## src/logic/hamming_config.svh

```systemverilog
// width and pipeline depth macros for the Hamming(31,26) codec

`ifndef HAMMING_CONFIG_SVH
`define HAMMING_CONFIG_SVH

// data bits carried by one codeword
`define HAM_DATA_W 26

// full codeword, position p lives in bit p-1
`define HAM_CODE_W 31

// parity bits at positions 1, 2, 4, 8, 16
// also the width of the syndrome
`define HAM_PARITY_W 5

// register stages on both the encode and the decode path
`define HAM_LATENCY 3

`endif

```

## src/logic/hamming_pkg.sv

```systemverilog
// hamming_pkg: codeword and syndrome types, data scatter and gather, parity masks

package hamming_pkg;

    `include "hamming_config.svh"

    typedef logic [`HAM_DATA_W-1:0] data_word_t;

    // bit p-1 holds position p
    typedef logic [`HAM_CODE_W-1:0] codeword_t;

    // zero for a clean word, else the position of the bad bit
    typedef logic [`HAM_PARITY_W-1:0] syndrome_t;

    // positions 1, 2, 4, 8, 16 carry parity
    function automatic logic is_parity_pos(input int unsigned pos);
        return (pos & (pos - 1)) == 0;
    endfunction

    // data bits go to the non-parity positions, lowest first
    function automatic codeword_t scatter_data(input data_word_t data);
        codeword_t   word;
        int unsigned k;
        word = '0;
        k = 0;
        for (int unsigned pos = 1; pos <= `HAM_CODE_W; pos++) begin
            if (!is_parity_pos(pos)) begin
                word[pos-1] = data[k];
                k++;
            end
        end
        return word;
    endfunction

    // inverse of scatter_data, parity positions are skipped
    function automatic data_word_t gather_data(input codeword_t word);
        data_word_t  data;
        int unsigned k;
        data = '0;
        k = 0;
        for (int unsigned pos = 1; pos <= `HAM_CODE_W; pos++) begin
            if (!is_parity_pos(pos)) begin
                data[k] = word[pos-1];
                k++;
            end
        end
        return data;
    endfunction

    // positions whose number has bit idx set
    // idx 0 gives 1,3,5,.. and idx 4 gives 16..31
    function automatic codeword_t parity_mask(input int unsigned idx);
        codeword_t mask;
        mask = '0;
        for (int unsigned pos = 1; pos <= `HAM_CODE_W; pos++) begin
            mask[pos-1] = ((pos >> idx) & 1) != 0;
        end
        return mask;
    endfunction

endpackage

```

## src/logic/codec_status_pkg.sv

```systemverilog
// codec_status_pkg: decoder result record

package codec_status_pkg;

    `include "hamming_config.svh"

    import hamming_pkg::*;

    // one decoded word as it leaves the last decoder stage
    //   data       corrected payload
    //   corrected  a single bit was flipped back
    //   error_pos  position of that bit, zero if none
    typedef struct packed {
        data_word_t data;
        logic       corrected;
        syndrome_t  error_pos;
    } decode_result_t;

endpackage

```

## src/logic/hamming_syndrome.sv

```systemverilog
// hamming_syndrome: combinational parity check giving the 5-bit syndrome

`timescale 1ns/10ps

`include "hamming_config.svh"

module hamming_syndrome
    import hamming_pkg::*;
(
    input  codeword_t codeword,
    output syndrome_t syndrome
);

    // each check covers its own parity bit as well as the data,
    // so a clean word gives all zeros
    //
    // with one bit flipped at position p, exactly the checks
    // whose mask holds p fail, and their index bits spell p

    always_comb begin
        syndrome = '0;
        for (int i = 0; i < `HAM_PARITY_W; i++) begin
            syndrome[i] = ^(codeword & parity_mask(i));
        end
    end

endmodule

```

## src/logic/hamming_encoder.sv

```systemverilog
// hamming_encoder: three-stage Hamming(31,26) encoder pipeline

`timescale 1ns/10ps

`include "hamming_config.svh"

module hamming_encoder
    import hamming_pkg::*;
(
    input  logic       clk,
    input  logic       reset,
    input  data_word_t data_in,
    output codeword_t  encoded_out
);

    // stage 1, data in place with parity bits still zero
    codeword_t stage1_word;

    // stage 2, parity bits filled in
    codeword_t stage2_word;

    // stage-1 word with parity merged, feeds stage 2
    codeword_t parity_word;

    always_ff @(posedge clk) begin
        if (reset) begin
            stage1_word <= '0;
        end else begin
            stage1_word <= scatter_data(data_in);
        end
    end

    // parity bit i sits at position 2^i
    // its own slot is zero in stage1_word, so it drops out of the XOR
    always_comb begin
        parity_word = stage1_word;
        for (int i = 0; i < `HAM_PARITY_W; i++) begin
            parity_word[(1 << i) - 1] = ^(stage1_word & parity_mask(i));
        end
    end

    always_ff @(posedge clk) begin
        if (reset) begin
            stage2_word <= '0;
        end else begin
            stage2_word <= parity_word;
        end
    end

    // output register
    always_ff @(posedge clk) begin
        if (reset) begin
            encoded_out <= '0;
        end else begin
            encoded_out <= stage2_word;
        end
    end

endmodule

```

## src/logic/hamming_decoder.sv

```systemverilog
// hamming_decoder: three-stage Hamming(31,26) decoder with single-bit correction

`timescale 1ns/10ps

`include "hamming_config.svh"

module hamming_decoder
    import hamming_pkg::*, codec_status_pkg::*;
(
    input  logic           clk,
    input  logic           reset,
    input  codeword_t      received_in,
    output decode_result_t result
);

    // syndrome of the incoming word, ahead of stage 1
    syndrome_t in_syndrome;

    // stage 1, raw word and its syndrome
    codeword_t stage1_word;
    syndrome_t stage1_syndrome;

    // stage 2, corrected word
    codeword_t stage2_word;
    syndrome_t stage2_syndrome;
    logic      stage2_corrected;

    // stage-1 word with the named bit inverted
    codeword_t fixed_word;
    logic      has_error;

    hamming_syndrome i_hamming_syndrome (
        .codeword (received_in),
        .syndrome (in_syndrome)
    );

    always_ff @(posedge clk) begin
        if (reset) begin
            stage1_word     <= '0;
            stage1_syndrome <= '0;
        end else begin
            stage1_word     <= received_in;
            stage1_syndrome <= in_syndrome;
        end
    end

    // syndrome is the 1-based position, hence the -1
    always_comb begin
        has_error  = stage1_syndrome != '0;
        fixed_word = stage1_word;
        if (has_error) begin
            fixed_word[stage1_syndrome - 1'b1] = ~stage1_word[stage1_syndrome - 1'b1];
        end
    end

    always_ff @(posedge clk) begin
        if (reset) begin
            stage2_word      <= '0;
            stage2_syndrome  <= '0;
            stage2_corrected <= 1'b0;
        end else begin
            stage2_word      <= fixed_word;
            stage2_syndrome  <= stage1_syndrome;
            stage2_corrected <= has_error;
        end
    end

    // stage 3, pull the data bits out and build the record
    always_ff @(posedge clk) begin
        if (reset) begin
            result <= '0;
        end else begin
            result.data      <= gather_data(stage2_word);
            result.corrected <= stage2_corrected;
            result.error_pos <= stage2_syndrome;
        end
    end

endmodule

```

## src/logic/hamming_codec_top.sv

```systemverilog
// hamming_codec_top: Hamming(31,26) encoder and decoder side by side

`timescale 1ns/10ps

module hamming_codec_top
    import hamming_pkg::*, codec_status_pkg::*;
(
    input  logic           clk,
    input  logic           reset,

    // encode path
    input  data_word_t     data_in,
    output codeword_t      encoded_out,

    // decode path, independent of the encoder
    input  codeword_t      received_in,
    output decode_result_t result
);

    // both paths are free running, one word per clock,
    // and each has the same three-cycle latency

    hamming_encoder i_hamming_encoder (
        .clk         (clk),
        .reset       (reset),
        .data_in     (data_in),
        .encoded_out (encoded_out)
    );

    hamming_decoder i_hamming_decoder (
        .clk         (clk),
        .reset       (reset),
        .received_in (received_in),
        .result      (result)
    );

endmodule

```

## config.mk

```make
export PLATFORM = sky130hd
export DESIGN_NAME = hamming_codec_top
export DESIGN_NICKNAME = d
export VERILOG_FILES = /design/src/logic/hamming_pkg.sv /design/src/logic/codec_status_pkg.sv /design/src/logic/hamming_syndrome.sv /design/src/logic/hamming_encoder.sv /design/src/logic/hamming_decoder.sv /design/src/logic/hamming_codec_top.sv
export VERILOG_INCLUDE_DIRS = /design/src /design/src/logic
export SDC_FILE = /design/constraint.sdc
export NUM_CORES = 1
export LEC_CHECK = 0
export BUFFER_PORTS_ARGS = -buffer_cell sky130_fd_sc_hd__buf_2
export CAP_MARGIN = 0
export CORE_MARGIN = 2
export CORE_UTILIZATION = 59
export CTS_CLUSTER_SIZE = 30
export DETAILED_ROUTE_END_ITERATION = 10
export HOLD_SLACK_MARGIN = 0.05
export PLACE_DENSITY = 0.93
export SLEW_MARGIN = 15
export SYNTH_ARGS = -nofsm -noshare
export SYNTH_HDL_FRONTEND = slang
export SYNTH_SLANG_ARGS = --single-unit
```

## constraint.sdc

```tcl
create_clock -name clk -period 6.35 [get_ports clk]
set_input_delay 0.9525 -clock clk [delete_from_list [all_inputs] [get_ports clk]]
set_output_delay 0.9525 -clock clk [all_outputs]
set_load 0.05 [all_outputs]
```

==> out/metrics.yaml, run 1 <==
worst_setup_path:
  critPathMaxFanout: 14
  critPathArrivalTime_ns: 3.28
  start_kind: "register"
  rrSetupSlack_ns: 3.42
  end_kind: "register"
  reg2reg_to: "i_hamming_decoder.stage2_word[5]$_SDFF_PP0_"
  crit_type: "reg2reg"
  cp.required_ns: 6.70
  r2r-start: "i_hamming_decoder.stage1_syndrome[0]$_SDFF_PP0_"
  reg2regPathDepth: 6
timing:
  fin_ws_ns: 3.42
  tightest_slew_ns: 0.945
  fin_skew_ns: 0.00756
  fin_crit_sh_pct: 46.1
  maxSlewHeadroom_pct: 37.0
  tns_ns: 0
  fmax_mhz: 342
  slew_violations: 0
  finalHoldViolations: 0
  finalSetupViolCount: 0
  rsz0062_at_grt: "false"
  fin_crit_ns: 2.93
outcome:
  status: "completed"
grt:
  grt.overflow.total: 0
  grt_pass1_vias: 4416
  use_met3_pct: 6.01
  grt_pass1_wl_um: 21600
  grt.total_usage_pct: 22.2
  use_met2_pct: 36.0
  met1_usage_pct: 28.2
  grt_max_degree: 105
  gr-max-usage-layer: "met2"
  antenna_found_initial: 0
placed_design:
  dpl-instance-area_mm2: 0.00741
  post-dp-hpwl_um: 9250
  place_ws_ns: 3.44
  numPortBuffers: 121
  gp_congestion: 0.897
logic_synthesis:
  ys_ff_latch: 188
  ys_seq_area_share_pct: 55.8
  synth-main-ff-cell: "dfxtp_1"
  synthesis.area_mm2: 0.00674
  synth_cell_types: 40
  postSynthCellCount: 629
  synthArstFlopShare_pct: 0
  synth_fp_nets: 693
  synth_edf_count: 0
  ys_warn_count: 0
  syn_area_per_cell_um2: 10.7
cells_and_area:
  nets: 805
  drive_above_1_share_pct: 21.9
  diodes: 0
  fill_cells: 802
  area_growth_pct: 19.1
  finalInstanceArea_mm2: 0.00803
clocking:
  root_buffer: "clkbuf_16"
  holdBufCountCts: 0
  cts_made_buffers: 17
  post_cts_buffers: 0
  tritoncts: "built"
  cts-resized-gates: 0
  cts-htree-levels: 4
  clock_path_buffers: 2
  clkTransAtPathRegs_ns: 0.07
  insertion_delay_ns: 0.42
  clock-sinks: 188
power:
  seqPwrFrac_pct: 42.7
  ir_worst_vdd_mv: 0.204
  intPower_uw: 2190
  swShare_pct: 31.3
  power_density_mw_per_mm2: 397
  power_frac_comb_pct: 23.4
  pwr-share-clk_pct: 33.8
  leakage_uw: 0.00337
  p_sw_uw: 997
floorplanning:
  io_pins: 122
  die_area_mm2: 0.0123
  die_x_um: 111
  coreArea_mm2: 0.0113
  start_util_pct: 59.8
  row_count: 39
  die_y_um: 111
drt:
  routed_wl_um: 13400
  vias: 4481
  wire_per_inst_um: 14.9
  avgViaCountPerCell: 5.00
  dr.pass1.iters: 5
  antenna_left: 0
  drc: 0
  first_iter_violations: 316
flow_run:
  drv_cap: 0
hold_path:
  hp-class: "reg2reg"
  hold_end: "i_hamming_decoder.result[1]$_SDFF_PP0_"
  min_from: "i_hamming_decoder.stage2_syndrome[1]$_SDFF_PP0_"
  hold_path_depth: 1
## logic make-up (layout without fill, tap and decap cells)
logic type               count (synthesis)  count (layout)  synth area share (%)
XOR/XNOR                                94              94                  12.8
flip-flops                             188             188                  55.8
buffers and inverters                   34             159                  2.06
multiplexers                            19              19                  3.56
AND/OR/NAND/NOR                        242             242                  20.5
adder cells (fa/ha/maj)                  5               5                 0.928
AO/OA/AOI/OAI                           47              47                  4.31
## worst max-delay path: stages, from the launching register on
cell and delay [ns]:
dfxtp_1 0.62, inv_1 0.33, ha_1 0.73, mux4_2 0.41, mux2_2 0.27, or3_4 0.38
o21ai_1 0.13
## synth_stat cells (3+ instances only)
master | n | area [um^2]
a311oi_1 | 4 | 35.0
mux2_2 | 7 | 78.8
nand2_1 | 11 | 41.3
nor2b_1 | 155 | 970
buf_2 | 3 | 15.0
a211oi_1 | 3 | 22.5
dfxtp_1 | 188 | 3760
xnor3_1 | 3 | 67.6
o21ai_0 | 9 | 45.0
nor3_1 | 24 | 120
o21ai_1 | 4 | 20.0
a21oi_1 | 16 | 80.1
mux2i_1 | 9 | 90.1
xor2_1 | 13 | 114
ha_1 | 5 | 62.6
clkbuf_1 | 23 | 86.3
a31oi_1 | 3 | 18.8
nor2_1 | 37 | 139
inv_1 | 5 | 18.8
xnor2_1 | 78 | 683
## how the worst max path moves through the flow
stage | from | end | slack, ns | cells after the start
floorplan | i_hamming_decoder.stage1_syndrome[0]$_SDFF_PP0_ | i_hamming_decoder.stage2_word[4]$_SDFF_PP0_ | 4.02 | 10
global placement | i_hamming_decoder.stage1_syndrome[0]$_SDFF_PP0_ | i_hamming_decoder.stage2_word[4]$_SDFF_PP0_ | 3.63 | 6
detailed placement | i_hamming_decoder.stage1_syndrome[0]$_SDFF_PP0_ | i_hamming_decoder.stage2_word[5]$_SDFF_PP0_ | 3.44 | 6
CTS | i_hamming_decoder.stage1_syndrome[0]$_SDFF_PP0_ | i_hamming_decoder.stage2_word[5]$_SDFF_PP0_ | 3.43 | 6
global route | i_hamming_decoder.stage1_syndrome[0]$_SDFF_PP0_ | i_hamming_decoder.stage2_word[5]$_SDFF_PP0_ | 3.27 | 6
finish | i_hamming_decoder.stage1_syndrome[0]$_SDFF_PP0_ | i_hamming_decoder.stage2_word[5]$_SDFF_PP0_ | 3.42 | 6
## state kept, by name, indices dropped and copies added, names as in the netlist
| register | count |
|---|---|
| i_hamming_decoder.stage1_word | 31 |
| i_hamming_decoder.stage2_syndrome | 5 |
| i_hamming_encoder.encoded_out | 31 |
| i_hamming_encoder.stage2_word | 31 |
| i_hamming_decoder.result | 32 |
| i_hamming_decoder.stage2_word | 26 |
| i_hamming_decoder.stage1_syndrome | 5 |
| i_hamming_encoder.stage1_word | 26 |
| i_hamming_decoder.stage2_corrected | 1 |
## metal layers
| layer | part of all wire, % | wire length (um) | up-vias |
|---|---|---|---|
| met3 | 5.7 | 761 | 19 |
| met5 | 0 | 0 | - |
| met1 | 45 | 5970 | 2064 |
| li1 | - | - | 2243 |
| met4 | 1.9 | 250 | 0 |
| met2 | 48 | 6370 | 155 |
## power by group through the flow
| stage | sequential, uW | clock, uW | combinational (uW) |
|---|---|---|---|
| floorplan | 1420 | 0 | 539 |
| global placement | 1380 | 0 | 712 |
| detailed placement | 1380 | 0 | 730 |
| CTS | 1360 | 1090 | 744 |
| global route | 1370 | 1140 | 805 |
| finish | 1360 | 1080 | 747 |
## cells in the final DEF, fill, tap and decap left out, types with 4 or more instances in the layout
| cell type | count |
|---|---|
| ha_1 | 5 |
| mux2_2 | 7 |
| nor2_1 | 37 |
| clkbuf_16 | 17 |
| mux2i_1 | 9 |
| a21oi_1 | 16 |
| a311oi_1 | 4 |
| dfxtp_1 | 188 |
| xor2_1 | 13 |
| buf_2 | 120 |
| xnor2_1 | 78 |
| o21ai_0 | 9 |
| nor3_1 | 24 |
| inv_1 | 5 |
| nand2_1 | 11 |
| inv_8 | 5 |
| nor2b_1 | 155 |
| o21ai_1 | 4 |
## metrics by stage
stage / cells / hold WS, ns / utilization (%) / total power (uW)
2_1_floorplan: 629 / 0.414 / - / 1960
3_3_place_gp: 865 / 0.419 / 65.8 / 2090
3_5_place_dp: 865 / 0.420 / 65.8 / 2110
4_1_cts: 897 / 0.437 / 71.2 / 3190
5_1_grt: 897 / 0.454 / 71.2 / 3320
6_report: 897 / 0.436 / 71.2 / 3190
## cell type report
cell class / instances / area [um^2] / share of cell area, %
clock buffer: 18 / 439 / 5.47
sequential: 188 / 3760 / 46.9
tap: 143 / 179 / 2.23
clock inverter: 14 / 176 / 2.20
inverter: 5 / 18.8 / 0.234
timing repair buffer: 122 / 616 / 7.67
multi-input combinational: 407 / 2840 / 35.3
No activity file was read; power rests on OpenSTA's default activity.
==> inputs of run 2 (changes only) <==
- ABC_AREA: unset -> 1
- CORE_UTILIZATION: 59 -> 57
- PLACE_DENSITY: 0.93 -> 0.89
- clock period: 6.35 -> 2.7 ns (I/O delays scaled with it)
==> run 2 against run 1 <==
Compared with the run above: final cell count grew 59%; area after synthesis grew 19%; sequential share of layout area decreased by 6.5 points; register-to-register slack got worse by 3.0 ns; sequential cell count is the same; critical endpoint is now i_hamming_decoder.stage2_word[16]$_SDFF_PP0_.
==> out/metrics.yaml, run 2 <==
clocking:
  clock-sinks: 188
  cts-resized-gates: 0
  tritoncts: "built"
  root_buffer: "clkbuf_16"
  post_cts_buffers: 0
  holdBufCountCts: 0
  cts-htree-levels: 4
  clkTransAtPathRegs_ns: 0.07
  clock_path_buffers: 2
  cts_made_buffers: 17
  insertion_delay_ns: 0.43
floorplanning:
  coreArea_mm2: 0.0138
  die_area_mm2: 0.0150
  die_y_um: 123
  die_x_um: 123
  start_util_pct: 57.9
  io_pins: 122
  row_count: 43
logic_synthesis:
  synthesis.area_mm2: 0.00801
  synth_top_area_share_pct: 47.0
  syn_area_per_cell_um2: 7.17
  ys_seq_area_share_pct: 47.0
  synth_fp_nets: 1181
  yosysMostFrequentCell: "nand2_1"
  synth_cell_types: 28
  postSynthCellCount: 1117
  synth_edf_count: 0
  ys_warn_count: 0
  synth.largest_area_cell: "dfxtp_1"
  synth_area_leaders: "dfxtp_1 (47%), nand2_1 (12%), inv_1 (12%)"
  synthArstFlopShare_pct: 0
  ys_ff_latch: 188
  synth_common_cells: "nand2_1 (257), inv_1 (247), dfxtp_1 (188)"
  synth-main-ff-cell: "dfxtp_1"
drt:
  first_iter_violations: 540
  routed_wl_um: 16200
  wire_per_inst_um: 11.4
  drc: 0
  vias: 6577
  avgViaCountPerCell: 4.63
  dr.pass1.iters: 6
  antenna_left: 0
cells_and_area:
  nets: 1293
  drive_above_1_share_pct: 15.3
  layout_commonest_cell: "nand2_1"
  layout_common_cells: "nand2_1 (257), inv_1 (247), dfxtp_1 (188)"
  diodes: 0
  area_growth_pct: 16.4
  fill_cells: 1127
  largest_reg_flops: 32
  final_cells: 1422
  top_register: "i_hamming_decoder.result"
placed_design:
  numPortBuffers: 121
  post-dp-hpwl_um: 11900
  place_ws_ns: 0.434
  gp_congestion: 0.918
  placed_cells: 1390
power:
  pwr-share-clk_pct: 35.2
  swShare_pct: 32.2
  ir_worst_vdd_mv: 0.490
  leakage_uw: 0.00509
  power_density_mw_per_mm2: 784
  power_frac_comb_pct: 23.3
  p_sw_uw: 2350
  seqPwrFrac_pct: 41.6
  power_uw: 7310
  intPower_uw: 4960
outcome:
  status: "completed"
worst_setup_path:
  rrSetupSlack_ns: 0.41
  reg2regPathDepth: 14
  crit_start: "i_hamming_decoder.stage1_syndrome[0]$_SDFF_PP0_"
  critPathArrivalTime_ns: 2.62
  reg2reg_to: "i_hamming_decoder.stage2_word[16]$_SDFF_PP0_"
  cp.required_ns: 3.02
  end_kind: "register"
  r2r-start: "i_hamming_decoder.stage1_syndrome[0]$_SDFF_PP0_"
  critPathMaxFanout: 26
  start_kind: "register"
  crit_type: "reg2reg"
hold_path:
  hold_path_depth: 3
  hold_end: "i_hamming_encoder.stage1_word[6]$_SDFF_PP0_"
  hp-class: "in2reg"
  min_from: "data_in[3]"
grt:
  grt.overflow.total: 0
  grt_max_degree: 180
  antenna_found_initial: 0
  grt_pass1_vias: 5998
  grt.total_usage_pct: 22.8
  grt_pass1_wl_um: 27000
timing:
  fin_crit_sh_pct: 84.9
  fmax_mhz: 436
  slew_violations: 0
  rsz0062_at_grt: "false"
  maxSlewHeadroom_pct: 49.5
  fin_ws_ns: 0.408
  tns_ns: 0
  finalSetupViolCount: 0
  tightest_slew_ns: 0.757
  fin_crit_ns: 2.29
  fin_skew_ns: 0.00828
  finalHoldViolations: 0
  holdWs_ns: 0.172
flow_run:
  drv_cap: 0
## run 2: power by group through the flow
stage / clock [uW] / sequential [uW] / combinational (uW)
6_report: 2570 / 3040 / 1700
5_1_grt: 2730 / 3060 / 1900
4_1_cts: 2610 / 3040 / 1690
3_5_place_dp: 0 / 3100 / 1680
3_3_place_gp: 0 / 3100 / 1650
2_1_floorplan: 0 / 3230 / 1270
## run 2: layout make-up
cell class | instances | area, um^2 | area share [%]
timing repair buffer | 124 | 643 | 6.90
tap | 180 | 225 | 2.42
multi-input combinational | 647 | 3130 | 33.6
sequential | 188 | 3760 | 40.4
clock inverter | 14 | 178 | 1.91
inverter | 251 | 942 | 10.1
clock buffer | 18 | 439 | 4.71
## run 2: worst max path at each step
stage,end,slack (ns),depth (start not counted)
floorplan,i_hamming_decoder.stage2_word[14]$_SDFF_PP0_,0.59,17
global placement,i_hamming_decoder.stage2_word[29]$_SDFF_PP0_,0.50,14
detailed placement,i_hamming_decoder.stage2_word[29]$_SDFF_PP0_,0.43,14
CTS,i_hamming_decoder.stage2_word[10]$_SDFF_PP0_,0.42,14
global route,i_hamming_decoder.stage2_word[11]$_SDFF_PP0_,0.16,14
finish,i_hamming_decoder.stage2_word[16]$_SDFF_PP0_,0.41,14
## run 2: layer usage
layer	wire length (um)	track usage, %
met4	387	8.48
met1	7430	30.9
met3	1050	4.37
met2	7350	36.4
met5	0	0
## run 2: cell families after synthesis
group | after synthesis | share of synthesized area (%)
xor gates and xnor gates | 68 | 7.44
AOI/OAI and AO/OA | 30 | 1.87
buffers and inverters | 282 | 13.9
DFF | 188 | 47.0
adders and majority gates | 5 | 0.781
and+or+nand+nor | 544 | 29.0
## run 2: critical path, stage by stage (launching register included)
cell and delay [ns]:
dfxtp_1 0.34, inv_2 0.15, ha_1 0.49, inv_1 0.19, nand3_1 0.12, nand2_1 0.06, nand2_1 0.06, nand2_1 0.05
nand2_1 0.05, nand2_1 0.06, nand2_2 0.05, buf_4 0.33, nand3_2 0.10, nand2_1 0.09, inv_1 0.05
## run 2: per-stage QoR
stage	cell area, um^2	util, %
floorplan	8010	-
global placement	8710	63.0
detailed placement	8710	63.0
CTS	9320	67.4
global route	9320	67.4
finish	9320	67.4
